--- config.mk ---
export PLATFORM = sky130hd
export DESIGN_NAME = integral_top
export DESIGN_NICKNAME = d
export VERILOG_FILES = /design/src/common/integral_pkg.sv /design/src/row_sum/frame_sequencer.sv /design/src/row_sum/row_prefix.sv /design/src/logic/column_accum.sv /design/src/logic/integral_top.sv
export SDC_FILE = /design/constraint.sdc
export NUM_CORES = 1
export LEC_CHECK = 0
export ABC_AREA = 1
export BUFFER_PORTS_ARGS = -buffer_cell sky130_fd_sc_hd__buf_4
export CAP_MARGIN = 20
export CORE_ASPECT_RATIO = 1.2
export CORE_MARGIN = 2
export CORE_UTILIZATION = 61
export DETAILED_ROUTE_END_ITERATION = 10
export GPL_ROUTABILITY_DRIVEN = 1
export PLACE_DENSITY = 0.85
export SKIP_LAST_GASP = 1
export SLEW_MARGIN = 20
export SYNTH_ARGS = -nofsm -noshare
export SYNTH_HDL_FRONTEND = slang
export SYNTH_SLANG_ARGS = --single-unit
--- constraint.sdc ---
create_clock -name clk -period 3.7 [get_ports clk]
set_input_delay 0.74 -clock clk [delete_from_list [all_inputs] [get_ports clk]]
set_output_delay 0.74 -clock clk [all_outputs]
set_load 0.02 [all_outputs]
--- src/common/integral_pkg.sv ---
package integral_pkg;

  // ----------------------------------------------------------------------
  // Frame geometry
  // ----------------------------------------------------------------------
  localparam int COLS  = 7;
  localparam int ROWS  = 5;
  localparam int PIX_W = 8;
  // Holds ROWS*COLS*255 without overflow
  localparam int SUM_W = 14;
  localparam int COL_W = $clog2(COLS);
  localparam int ROW_W = $clog2(ROWS);

  // ----------------------------------------------------------------------
  // Sequencer FSM
  // ----------------------------------------------------------------------
  typedef enum logic [1:0] {
    SEQ_IDLE      = 2'd0,
    SEQ_ROW_START = 2'd1,
    SEQ_ROW_RUN   = 2'd2,
    SEQ_FINISH    = 2'd3
  } seq_state_e;

  // ----------------------------------------------------------------------
  // Stage beats
  // ----------------------------------------------------------------------
  typedef struct packed {
    logic [PIX_W-1:0] pix;
    logic             first_col;
    logic             first_row;
    logic             last_pix;
  } pix_beat_t;

  typedef struct packed {
    logic [SUM_W-1:0] row_sum;
    logic             first_col;
    logic             first_row;
    logic             last_pix;
  } prefix_beat_t;

  typedef struct packed {
    logic [SUM_W-1:0] sum;
    logic             last_pix;
  } integral_beat_t;

endpackage

--- src/row_sum/frame_sequencer.sv ---
`timescale 1ns/1ns

module frame_sequencer
  import integral_pkg::*;
(
  input  logic             clk,
  input  logic             rst_n,
  input  logic             i_start,
  input  logic             i_pix_valid,
  input  logic [PIX_W-1:0] i_pix,
  input  logic             i_ready,
  output logic             o_pix_ready,
  output logic             o_valid,
  output pix_beat_t        o_beat,
  output logic             o_busy
);

  seq_state_e       state;
  seq_state_e       next_state;
  logic [COL_W-1:0] col_cnt;
  logic [ROW_W-1:0] row_cnt;
  logic             valid_q;
  pix_beat_t        beat_q;
  logic             can_load;
  logic             accept;
  logic             last_col;
  logic             last_row;

  assign can_load = !valid_q || i_ready;
  assign accept   = i_pix_valid && o_pix_ready;
  assign last_col = (col_cnt == COL_W'(COLS - 1));
  assign last_row = (row_cnt == ROW_W'(ROWS - 1));

  // ----------------------------------------------------------------------
  // FSM
  // ----------------------------------------------------------------------
  always_ff @(posedge clk) begin
    if (!rst_n) begin
      state <= SEQ_IDLE;
    end else begin
      state <= next_state;
    end
  end

  always_comb begin
    next_state  = state;
    o_pix_ready = 1'b0;
    o_busy      = (state != SEQ_IDLE);
    case (state)
      SEQ_IDLE: begin
        if (i_start) begin
          next_state = SEQ_ROW_START;
        end
      end
      SEQ_ROW_START, SEQ_ROW_RUN: begin
        o_pix_ready = can_load;
        if (i_pix_valid && can_load) begin
          if (last_col) begin
            next_state = last_row ? SEQ_FINISH : SEQ_ROW_START;
          end else begin
            next_state = SEQ_ROW_RUN;
          end
        end
      end
      SEQ_FINISH: begin
        // Drain the last beat before going idle
        if (!valid_q) begin
          next_state = SEQ_IDLE;
        end
      end
      default: next_state = SEQ_IDLE;
    endcase
  end

  // Position counters
  always_ff @(posedge clk) begin
    if (!rst_n) begin
      col_cnt <= '0;
      row_cnt <= '0;
    end else if (accept) begin
      if (last_col) begin
        col_cnt <= '0;
        row_cnt <= last_row ? '0 : row_cnt + 1'b1;
      end else begin
        col_cnt <= col_cnt + 1'b1;
      end
    end
  end

  // ----------------------------------------------------------------------
  // Output register
  // ----------------------------------------------------------------------
  always_ff @(posedge clk) begin
    if (!rst_n) begin
      valid_q <= 1'b0;
    end else if (accept) begin
      valid_q <= 1'b1;
    end else if (i_ready) begin
      valid_q <= 1'b0;
    end
  end

  always_ff @(posedge clk) begin
    if (accept) begin
      beat_q.pix       <= i_pix;
      beat_q.first_col <= (state == SEQ_ROW_START);
      beat_q.first_row <= (row_cnt == '0);
      beat_q.last_pix  <= last_col && last_row;
    end
  end

  assign o_valid = valid_q;
  assign o_beat  = beat_q;

endmodule

--- src/row_sum/row_prefix.sv ---
`timescale 1ns/1ns

module row_prefix
  import integral_pkg::*;
(
  input  logic         clk,
  input  logic         rst_n,
  input  logic         i_valid,
  input  pix_beat_t    i_beat,
  input  logic         i_ready,
  output logic         o_ready,
  output logic         o_valid,
  output prefix_beat_t o_beat
);

  logic             valid_q;
  prefix_beat_t     beat_q;
  logic             xfer_in;
  logic [SUM_W-1:0] pix_ext;

  assign o_ready = !valid_q || i_ready;
  assign xfer_in = i_valid && o_ready;
  assign pix_ext = {{(SUM_W - PIX_W){1'b0}}, i_beat.pix};

  always_ff @(posedge clk) begin
    if (!rst_n) begin
      valid_q <= 1'b0;
    end else if (xfer_in) begin
      valid_q <= 1'b1;
    end else if (i_ready) begin
      valid_q <= 1'b0;
    end
  end

  // Running sum is kept in the output register
  always_ff @(posedge clk) begin
    if (xfer_in) begin
      if (i_beat.first_col) begin
        beat_q.row_sum <= pix_ext;
      end else begin
        beat_q.row_sum <= beat_q.row_sum + pix_ext;
      end
      beat_q.first_col <= i_beat.first_col;
      beat_q.first_row <= i_beat.first_row;
      beat_q.last_pix  <= i_beat.last_pix;
    end
  end

  assign o_valid = valid_q;
  assign o_beat  = beat_q;

endmodule

--- src/logic/column_accum.sv ---
`timescale 1ns/1ns

module column_accum
  import integral_pkg::*;
(
  input  logic           clk,
  input  logic           rst_n,
  input  logic           i_valid,
  input  prefix_beat_t   i_beat,
  input  logic           i_ready,
  output logic           o_ready,
  output logic           o_valid,
  output integral_beat_t o_beat,
  output logic           o_frame_done
);

  logic [SUM_W-1:0] line_buf [COLS];
  logic [COL_W-1:0] col_idx;
  logic [COL_W-1:0] cur_col;
  logic [SUM_W-1:0] new_sum;
  logic             valid_q;
  integral_beat_t   beat_q;
  logic             xfer_in;

  assign o_ready = !valid_q || i_ready;
  assign xfer_in = i_valid && o_ready;
  assign cur_col = i_beat.first_col ? '0 : col_idx;

  // First row ignores whatever the buffer holds from the previous frame
  assign new_sum = i_beat.first_row ? i_beat.row_sum
                                    : i_beat.row_sum + line_buf[cur_col];

  always_ff @(posedge clk) begin
    if (!rst_n) begin
      col_idx <= '0;
    end else if (xfer_in) begin
      col_idx <= cur_col + 1'b1;
    end
  end

  // Buffer always holds the row above
  always_ff @(posedge clk) begin
    if (xfer_in) begin
      line_buf[cur_col] <= new_sum;
    end
  end

  // ----------------------------------------------------------------------
  // Output register
  // ----------------------------------------------------------------------
  always_ff @(posedge clk) begin
    if (!rst_n) begin
      valid_q <= 1'b0;
    end else if (xfer_in) begin
      valid_q <= 1'b1;
    end else if (i_ready) begin
      valid_q <= 1'b0;
    end
  end

  always_ff @(posedge clk) begin
    if (xfer_in) begin
      beat_q.sum      <= new_sum;
      beat_q.last_pix <= i_beat.last_pix;
    end
  end

  assign o_valid      = valid_q;
  assign o_beat       = beat_q;
  assign o_frame_done = valid_q && i_ready && beat_q.last_pix;

endmodule

--- src/logic/integral_top.sv ---
`timescale 1ns/1ns

module integral_top
  import integral_pkg::*;
(
  input  logic             clk,
  input  logic             rst_n,
  input  logic             i_start,
  input  logic             i_pix_valid,
  input  logic [PIX_W-1:0] i_pix,
  input  logic             i_out_ready,
  output logic             o_pix_ready,
  output logic             o_out_valid,
  output integral_beat_t   o_out,
  output logic             o_busy,
  output logic             o_frame_done
);

  logic         s1_valid;
  logic         s1_ready;
  pix_beat_t    s1_beat;
  logic         s2_valid;
  logic         s2_ready;
  prefix_beat_t s2_beat;

  // Stage 1 tags each pixel with its position
  frame_sequencer frame_sequencer_i (
    .clk         (clk),
    .rst_n       (rst_n),
    .i_start     (i_start),
    .i_pix_valid (i_pix_valid),
    .i_pix       (i_pix),
    .i_ready     (s1_ready),
    .o_pix_ready (o_pix_ready),
    .o_valid     (s1_valid),
    .o_beat      (s1_beat),
    .o_busy      (o_busy)
  );

  row_prefix row_prefix_i (
    .clk     (clk),
    .rst_n   (rst_n),
    .i_valid (s1_valid),
    .i_beat  (s1_beat),
    .i_ready (s2_ready),
    .o_ready (s1_ready),
    .o_valid (s2_valid),
    .o_beat  (s2_beat)
  );

  column_accum column_accum_i (
    .clk          (clk),
    .rst_n        (rst_n),
    .i_valid      (s2_valid),
    .i_beat       (s2_beat),
    .i_ready      (i_out_ready),
    .o_ready      (s2_ready),
    .o_valid      (o_out_valid),
    .o_beat       (o_out),
    .o_frame_done (o_frame_done)
  );

endmodule

==> reports/metrics.cfg, run 1 <==
[pwr]
vdd_drop_max_uv=387
power_density_mw_per_mm2=591
report.power.total_uw=4900
leakagePower_uw=0.00327

[clocking]
clk_pin_slew_ps=60
cts_hold_buf=0
cts_tree=yes
cts_setup_buffers=0
cts_buffers=17
cts.path.max_buffers=2
cts.repair.resized=0
cts-htree-levels=4
clock-root-buffer=clkbuf_16
cts.sinks=155
clk_latency_ps=420

[floorplan]
initial_core_util_pct=62.9
dieArea_mm2=0.0129
fp.dieW_um=104
coreArea_mm2=0.0116
rows=43
die_height_um=124
num_io_pins=32

[route]
drtIter0Drc=595
drt-wirelength-per-cell_um=18.7
dr.pass1.iters=6
detail-route-antenna-nets=0
vias=5339
route.detailed.drc=0
vias_per_cell=5.99
routed_wl_mm=16.6

[yosys]
synthTopCellsByCount=161 x nand2_1, 141 x edfxtp_1, 54 x a21oi_1, 50 x inv_1, 43 x nor2_1
synthMuxAreaShare_pct=0
synth_edf_count=141
postSynthAreaPerCell_um2=10.8
syn-cell-area_mm2=0.00731
post-synth-top-area-fraction_pct=57.9
synth_nets=720
synth.most_common_cell=nand2_1
synth_compound_area_share_pct=12.1
synthAdderAreaFrac_pct=5.51
synthDistinctLibCells=39
synth-seq-cells=155
yosys.area_share.xor_xnor_pct=0.120
yosysSeqAreaShare_pct=61.8
async_reset_ff_share_pct=0
syn_inst=676
ys_warn_count=0
synthSimpleGateAreaFrac_pct=16.0
synth_top_family_by_area=simple AND/OR/NAND/NOR gates
netlist_top_cells_area=edfxtp_1 58%, nand2_1 8.3%, ha_1 5.0%
synthFlopType=edfxtp_1
yosys.area.top_type=edfxtp_1

[cells_and_area]
final_nets=766
area_growth_pct=13.6
seqCellArea_mm2=0.00451
fin_util_pct=71.4
fin_area_mm2=0.00830
drive_gt1_share_pct=16.7
multiInputGateArea_mm2=0.00248
antenna_cells=0
fillers=820

[placed_design]
place_congestion=0.954
io_buffer_count=31
dp_hpwl_mm=11.2
placed_cell_area_mm2=0.00771

[worst_setup_path]
r2r_start=row_prefix_i.o_beat[2]
worst-path-max-fanout=26
endpoint_kind=flop
cp.required_ps=3840
crit_arrival_ps=3540
startpoint_type=flop
reg2regPathDepth=17
r2r_slack_ps=300
worst-setup-path-type=reg2reg
crit-reg2reg-capture=column_accum_i.line_buf[2][11]

[sta]
worst_pin_slew_ps=948
tns_ps=0
fin_crit_ps=3400
rsz0062_at_grt=no
slew_headroom_pct=36.1
fin_crit_sh_pct=91.8
hold_viol=0
slew_viol_final=0
skew_ps=8.32
max_freq_mhz=294
setup_violations=0

[grt]
grt_pass1_vias=5305
grt_overflow_total=0
grt_max_degree=29
grt_pass1_wl_mm=26.6
grt_usage_pct=27.4
grt_antenna_before_repair=0

[min_path]
hold_path_end=row_prefix_i.o_beat[0]
whs_path_depth=0
min-delay-start=frame_sequencer_i.o_beat[0]
min-delay-path-class=reg2reg

[status]
status=finished, final reports clean

[run]
drv_cap=0

-- registers in the layout, summed over array words and instances (netlist names) --
register,cells
column_accum_i.line_buf,98
row_prefix_i.o_beat,17
column_accum_i.o_beat,15
frame_sequencer_i.o_beat,11
column_accum_i.col_idx,3
frame_sequencer_i.col_cnt,3
frame_sequencer_i.row_cnt,3
frame_sequencer_i.state,2
column_accum_i.o_valid,1
frame_sequencer_i.o_valid,1
row_prefix_i.o_valid,1
-- report_power, final --
part | total (uW) | internal (uW) | switching, uW
sequential | 2180 | 2090 | 89.1
combinational | 1020 | 343 | 678
clock | 1700 | 998 | 700
-- cells in the final DEF, fill, tap and decap left out, types with 6 or more instances in the layout --
| cell | netlist | layout |
|---|---|---|
| a21oi_1 | 54 | 54 |
| a21oi_2 | 11 | 11 |
| buf_4 | 1 | 42 |
| clkbuf_16 | 0 | 17 |
| dfxtp_1 | 14 | 14 |
| edfxtp_1 | 141 | 141 |
| ha_1 | 29 | 29 |
| inv_1 | 50 | 50 |
| inv_2 | 7 | 7 |
| nand2_1 | 161 | 161 |
| nand2_2 | 8 | 8 |
| nand3_1 | 33 | 33 |
| nor2_1 | 43 | 43 |
| nor2_2 | 6 | 6 |
| o211ai_1 | 6 | 6 |
| o211ai_2 | 7 | 7 |
| o21ai_0 | 25 | 24 |
| o22ai_1 | 24 | 24 |
-- how the worst max path moves through the flow --
stage / start / endpoint / slack (ps) / cells after the start
after global routing: row_prefix_i.o_beat[2] / column_accum_i.line_buf[6][6] / 40 / 13
final: row_prefix_i.o_beat[2] / column_accum_i.line_buf[2][11] / 300 / 17
after global placement: row_prefix_i.o_beat[2] / column_accum_i.o_beat[9] / 230 / 16
after floorplan: row_prefix_i.o_beat[2] / column_accum_i.line_buf[0][8] / 980 / 17
after CTS: row_prefix_i.o_beat[2] / column_accum_i.line_buf[1][8] / 90 / 16
after detailed placement: row_prefix_i.o_beat[2] / column_accum_i.o_beat[9] / 100 / 16
-- kinds of logic (layout without fill, tap and decap cells) --
kind of cell,after synthesis,after routing
AOI/OAI and AO/OA,142,142
xor gates and xnor gates,1,1
adders and majority gates,31,31
buffers and inverters,73,132
DFF,155,155
and+or+nand+nor,274,274
-- final cells by class --
type | instances | area share (%)
clock inverters | 13 | 1.72
well taps | 157 | 2.37
inverters | 58 | 2.65
clock buffers | 19 | 5.22
multi-input cells | 448 | 29.8
flip-flops and latches | 155 | 54.4
repair buffers | 42 | 3.80
-- metrics by stage --
| step | setup WS (ps) | hold slack [ps] | std cells |
|---|---|---|---|
| after floorplan | 981 | 400 | 676 |
| after global placement | 232 | 405 | 860 |
| after detailed placement | 104 | 412 | 860 |
| after CTS | 90.7 | 428 | 892 |
| after global routing | 37.9 | 452 | 892 |
| final | 303 | 431 | 892 |
-- layer usage --
layer  GRT usage, %  routed length [um]  up-vias  share of wire, %
met5              0                   0        -                 0
met4           12.5                 464        0               2.8
met3           5.18                1300       48               7.8
met2           49.5                8590      261                52
met1           32.1                6280     2547                38
li1               -                   -     2483                 -
-- worst max-delay path, cell delays in order (launching register included) --
cell,delay (ps)
edfxtp_1,400
inv_2,170
o21ai_2,100
inv_2,380
o22ai_1,150
nand2_1,120
o211ai_2,110
a21oi_1,180
ha_1,310
nand2_1,90
nand2_1,70
inv_1,80
o21ai_0,90
nand2_1,70
nand3_1,110
nor2_1,120
nor2_1,50
a21oi_1,500
(Power assumes the default switching activity.)
==> inputs of run 2 (changes only) <==
- PLACE_DENSITY: 0.85 -> 0.81
==> reports/metrics.cfg, run 2 (synthesis results as in run 1) <==
[worst_setup_path]
cp.required_ps=3830  ; about the same
worst-path-max-fanout=28  ; +7.7%
worst-path-buf-inv=4  ; +1
cpLargestDelayFamily=compound AO/OA/AOI/OAI gates
worstPathCellList=inv_2, nand2_4, inv_4, a21oi_1, nand2_1, o211ai_2, a21oi_2, ha_1, inv_1, fa_1, inv_1, nand3_1, a21oi_1, nor3_1, nand3b_1, o21ai_1
cp.depth=16  ; -1
endpoint_kind=flop
worst-setup-path-type=reg2reg
cpMaxStageDelayCell=edfxtp_1
crit_arrival_ps=3560  ; +20 ps
startpoint_type=flop
reg2regPathDepth=16  ; -1
cp_slowest_stage_delay_ps=400  ; -100 ps

[pwr]
switching_power_uw=1450  ; -1.5%
pwr-share-comb_pct=20.4  ; -0.4 points
switching_share_pct=29.2  ; -0.70 points
clkPwrFrac_pct=35.5  ; +0.9 points
leakagePower_uw=0.00328  ; +0.21%
vdd_drop_max_uv=436  ; +13%
intPower_uw=3500  ; +1.9%
seq_power_share_pct=44.1  ; -0.4 points
power_density_mw_per_mm2=593  ; +0.46%

[placed_design]
io_buffer_count=31  ; unchanged
dp.cells=862  ; +0.23%
dp_worst_setup_slack_ps=236  ; +132 ps
place_congestion=1.12  ; +17%
dp_hpwl_mm=10.7  ; -3.8%

[cells_and_area]
stdcell_count=894  ; +0.22%
layout_common_cells=161 x nand2_1, 141 x edfxtp_1, 54 x a21oi_1, 50 x inv_1, 44 x buf_4
largest_register_ff_count=98  ; unchanged
antenna_cells=0  ; unchanged
layout_commonest_cell=nand2_1
final_nets=768  ; +0.26%
regMostFlops=column_accum_i.line_buf
drive_gt1_share_pct=16.7  ; -0.045 points
area_growth_pct=14.0

[route]
vias=5252  ; -1.6%
detail-route-antenna-nets=0  ; unchanged
routed_wl_mm=15.9  ; -4.2%
vias_per_cell=5.87  ; -1.8%
drtIter0Drc=467  ; -22%
dr.pass1.iters=6  ; unchanged
drt-wirelength-per-cell_um=17.8  ; -4.4%
route.detailed.drc=0  ; unchanged

[clocking]
cts_buffers=17  ; unchanged
clk_latency_ps=430  ; about the same
cts_hold_buf=0  ; unchanged
cts_tree=yes
clk_pin_slew_ps=60  ; about the same
clock-root-buffer=clkbuf_16
cts.sinks=155  ; unchanged
cts.path.max_buffers=2  ; unchanged
cts-htree-levels=4  ; unchanged

[floorplan]
coreArea_mm2=0.0116  ; unchanged
dieArea_mm2=0.0129  ; unchanged
rows=43  ; unchanged
initial_core_util_pct=62.9  ; unchanged
num_io_pins=32  ; unchanged
die_height_um=124  ; unchanged
fp.dieW_um=104  ; unchanged

[sta]
worst_pin_slew_ps=825  ; -123 ps
rsz0062_at_grt=no
finalWorstSetupSlack_ps=272  ; -30.9 ps
skew_ps=8.44  ; +0.119 ps
tns_ps=0  ; unchanged
slew_viol_final=0  ; unchanged
fin_crit_ps=3430  ; +30.9 ps
hold_viol=0  ; unchanged
slew_headroom_pct=44.4  ; +8.3 points
max_freq_mhz=292  ; -0.90%
fin_crit_sh_pct=92.6  ; +0.83 points
setup_violations=0  ; unchanged

[grt]
grt_pass1_vias=5045  ; -4.9%
grt_overflow_total=0  ; unchanged
grt_usage_pct=26.3  ; -1.1 points
grt_pass1_wl_mm=25.4  ; -4.5%
grt_antenna_before_repair=0  ; unchanged
grt_max_degree=33  ; +14%

[min_path]
whs_path_depth=0  ; unchanged
min-delay-path-class=reg2reg

[run]
drv_cap=0  ; unchanged

[status]
status=finished, final reports clean

## run 2: final timing paths
kind | to | startpoint | slack (ps)
worst max-delay path | column_accum_i.line_buf[5][8] | row_prefix_i.o_beat[2] | 270
worst min-delay path | row_prefix_i.o_beat[0] | frame_sequencer_i.o_beat[0] | 430
worst max register to register | column_accum_i.line_buf[5][8] | row_prefix_i.o_beat[2] | 270
worst min register to register | row_prefix_i.o_beat[0] | frame_sequencer_i.o_beat[0] | 430
## run 2: cell type report
type,count,area [um2]
multi-input combinational,448,2470
clock inverter,14,171
tap,157,196
inverter,58,223
fill,843,3290
clock buffer,18,429
timing repair buffer,44,330
sequential,155,4510
## run 2: repair_timing
item | CTS | global route
buffers inserted | 0 | 0
endpoints found under the setup margin | 0 | 16
gates resized for setup | 0 | 4
## run 2: power groups by stage
stage / logic, uW / registers, uW / clock network, uW
final: 1010 / 2180 / 1750
after global routing: 1140 / 2190 / 1830
after CTS: 999 / 2180 / 1760
after detailed placement: 994 / 2210 / 0
after global placement: 946 / 2210 / 0
after floorplan: 730 / 2190 / 0
## run 2: routing by layer
| metal | vias up | wire length (um) | global-route usage (%) |
|---|---|---|---|
| li1 | 2485 | - | - |
| met1 | 2478 | 6130 | 32.3 |
| met2 | 243 | 8090 | 45.6 |
| met3 | 46 | 1250 | 5.81 |
| met4 | 0 | 463 | 11.4 |
| met5 | - | 0 | 0 |
## run 2: stage by stage
stage / hold slack, ps / total power [uW] / utilization (%) / cell area, um2
floorplan: 400 / 2920 / - / 7310
global placement: 405 / 3150 / 66.5 / 7730
detailed placement: 422 / 3210 / 66.5 / 7730
CTS: 439 / 4940 / 71.7 / 8330
global route: 443 / 5160 / 71.7 / 8330
finish: 433 / 4940 / 71.7 / 8330
==> inputs of run 3 (changes only) <==
- CORE_UTILIZATION: 61 -> 56
- REMOVE_ABC_BUFFERS: not set -> 1
- clock period: 3.7 -> 2.9 ns (I/O delays scaled with it)
==> reports/metrics.cfg, run 3 (synthesis results as in run 1) <==
[worst_setup_path]
endpoint_kind=flop
crit_arrival_ps=3250  ; -310 ps
startpoint_type=flop
crit-reg2reg-capture=column_accum_i.line_buf[4][10]
r2r_start=row_prefix_i.o_beat[2]
worst-path-max-fanout=12  ; -57%
cp.required_ps=3060  ; -770 ps
reg2regPathDepth=19  ; +3
worst-setup-path-type=reg2reg
r2r_slack_ps=-190  ; -470 ps

[cells_and_area]
area_growth_pct=29.8
drive_gt1_share_pct=33.5  ; +17 points
regMostFlops=column_accum_i.line_buf
final_nets=838  ; +9.1%
fillers=771  ; -8.5%
multiInputGateArea_mm2=0.00298  ; +21%
antenna_cells=0  ; unchanged
layout_common_cells=147 x nand2_1, 141 x edfxtp_1, 99 x buf_4, 46 x inv_1, 36 x nor2_1
seqCellArea_mm2=0.00451  ; unchanged
layout_commonest_cell=nand2_1
largest_register_ff_count=98  ; unchanged

[route]
dr.pass1.iters=6  ; unchanged
route.detailed.drc=0  ; unchanged
routed_wl_mm=20.4  ; +28%
vias=5844  ; +11%
vias_per_cell=6.02  ; +2.4%
drt-wirelength-per-cell_um=21.0  ; +18%
drtIter0Drc=569  ; +22%
detail-route-antenna-nets=0  ; unchanged

[floorplan]
rows=45  ; +4.7%
num_io_pins=32  ; unchanged
die_height_um=129  ; +4.2%
initial_core_util_pct=57.4  ; -5.5 points
fp.dieW_um=108  ; +4.2%
coreArea_mm2=0.0127  ; +9.5%
dieArea_mm2=0.0140  ; +8.6%

[status]
violations=setup timing
status=finished with violations

[clocking]
cts.path.max_buffers=2  ; unchanged
cts_buffers=17  ; unchanged
clk_pin_slew_ps=60  ; about the same
cts_tree=yes
cts-htree-levels=4  ; unchanged
cts_hold_buf=0  ; unchanged
clk_latency_ps=420  ; about the same
cts.sinks=155  ; unchanged
clock-root-buffer=clkbuf_16

[grt]
grt_antenna_before_repair=0  ; unchanged
grt_pass1_wl_mm=28.8  ; +13%
grt_max_degree=18  ; -45%
grt_usage_pct=27.6  ; +1.3 points
grt_pass1_vias=5630  ; +12%
grt_overflow_total=0  ; unchanged

[sta]
hold_viol=0  ; unchanged
slew_headroom_pct=53.8  ; +9.3 points
max_freq_mhz=323  ; +11%
slew_viol_final=0  ; unchanged
rsz0062_at_grt=yes
worst_pin_slew_ps=693  ; -132 ps
skew_ps=9.35  ; +0.914 ps
setup_violations=80  ; +80
hold-worst-slack_ps=331  ; -103 ps
fin_crit_ps=3090  ; -334 ps
fin_crit_sh_pct=107  ; +14 points
finalWorstSetupSlack_ps=-194  ; -466 ps

[min_path]
hold_path_end=frame_sequencer_i.o_beat[3]
min-delay-path-class=in2reg
min-delay-start=i_pix[0]
whs_path_depth=1  ; +1

[pwr]
leakagePower_uw=0.00372  ; +14%
vdd_drop_max_uv=525  ; +20%
report.power.total_uw=6820  ; +38%
power_density_mw_per_mm2=718  ; +21%

[placed_design]
io_buffer_count=31  ; unchanged
place_congestion=0.973  ; -13%
dp_hpwl_mm=12.0  ; +12%

[run]
drv_cap=0  ; unchanged

-- run 3: cell count changes in the layout (fill, tap and decap cells not counted), moves of 7 or more --
cell	delta
o22ai_1	-9
nor2_1	-7
ha_4	+10
buf_6	+8
nand2_1	-14
buf_4	+55
a21oi_1	-20
nand2_4	+7
nand3_1	-7
o22ai_2	+8
a21oi_2	+14
ha_1	-11
-- run 3: worst max path at each step --
stage                      startpoint                              to  slack, ps
5_1_grt        row_prefix_i.o_beat[2]  column_accum_i.line_buf[4][10]       -270
6_report       row_prefix_i.o_beat[2]  column_accum_i.line_buf[4][10]       -190
2_1_floorplan  row_prefix_i.o_beat[2]   column_accum_i.line_buf[0][8]         10
3_3_place_gp   row_prefix_i.o_beat[2]   column_accum_i.line_buf[3][4]       -220
3_5_place_dp   row_prefix_i.o_beat[2]        column_accum_i.o_beat[4]       -310
4_1_cts        row_prefix_i.o_beat[2]  column_accum_i.line_buf[5][13]        -50
-- run 3: per-layer routing --
metal,global-route usage (%),wire [um]
met4,11.7,991
met3,5.73,1600
met1,33.0,7270
met2,48.4,10500
met5,0,0
-- run 3: through the flow --
stage	instances	utilization, %	setup TNS (ps)	area [um2]	setup WS, ps
2_1_floorplan	661	-	0	7200	9.76
3_3_place_gp	919	64.0	-6620	8140	-223
3_5_place_dp	919	64.0	-15350	8140	-311
4_1_cts	963	71.0	-714	9030	-53.3
5_1_grt	971	74.6	-15190	9490	-268
6_report	971	74.6	-6640	9490	-194
-- run 3: layout make-up --
type	instances	share of cell area, %
timing repair inverter	1	0.0923
tap	164	2.16
timing repair buffer	113	10.0
clock inverter	11	1.52
inverter	58	2.56
sequential	155	47.6
multi-input combinational	448	31.5
clock buffer	21	4.64
-- run 3: critical path: stages, from the launching register on --
cell and delay [ps]:
edfxtp_1 450, inv_4 150, nand2_4 70, nor2_4 150, inv_4 80, buf_12 150
o22ai_1 100, nand2_1 70, o211ai_1 150, a21oi_2 110, ha_4 320, buf_6 120
nand2_1 80, nor2_2 150, nand3_2 120, nand3_2 140, buf_4 120, nand2_1 70
nand3_2 100, nand2_4 100
-- run 3: where the power goes --
group          leakage [uW]  internal [uW]  switching, uW
Combinational       0.00206            717           1070
Clock              0.000275           1350            872
Sequential          0.00138           2670            132
-- run 3: what timing repair did --
| item | in CTS | in global routing |
|---|---|---|
| pin swaps | 16 | 38 |
| cloned | 1 | 1 |
| gates resized for setup | 60 | 75 |
| setup buffers | 11 | 7 |
| endpoints found under the setup margin | 96 | 88 |
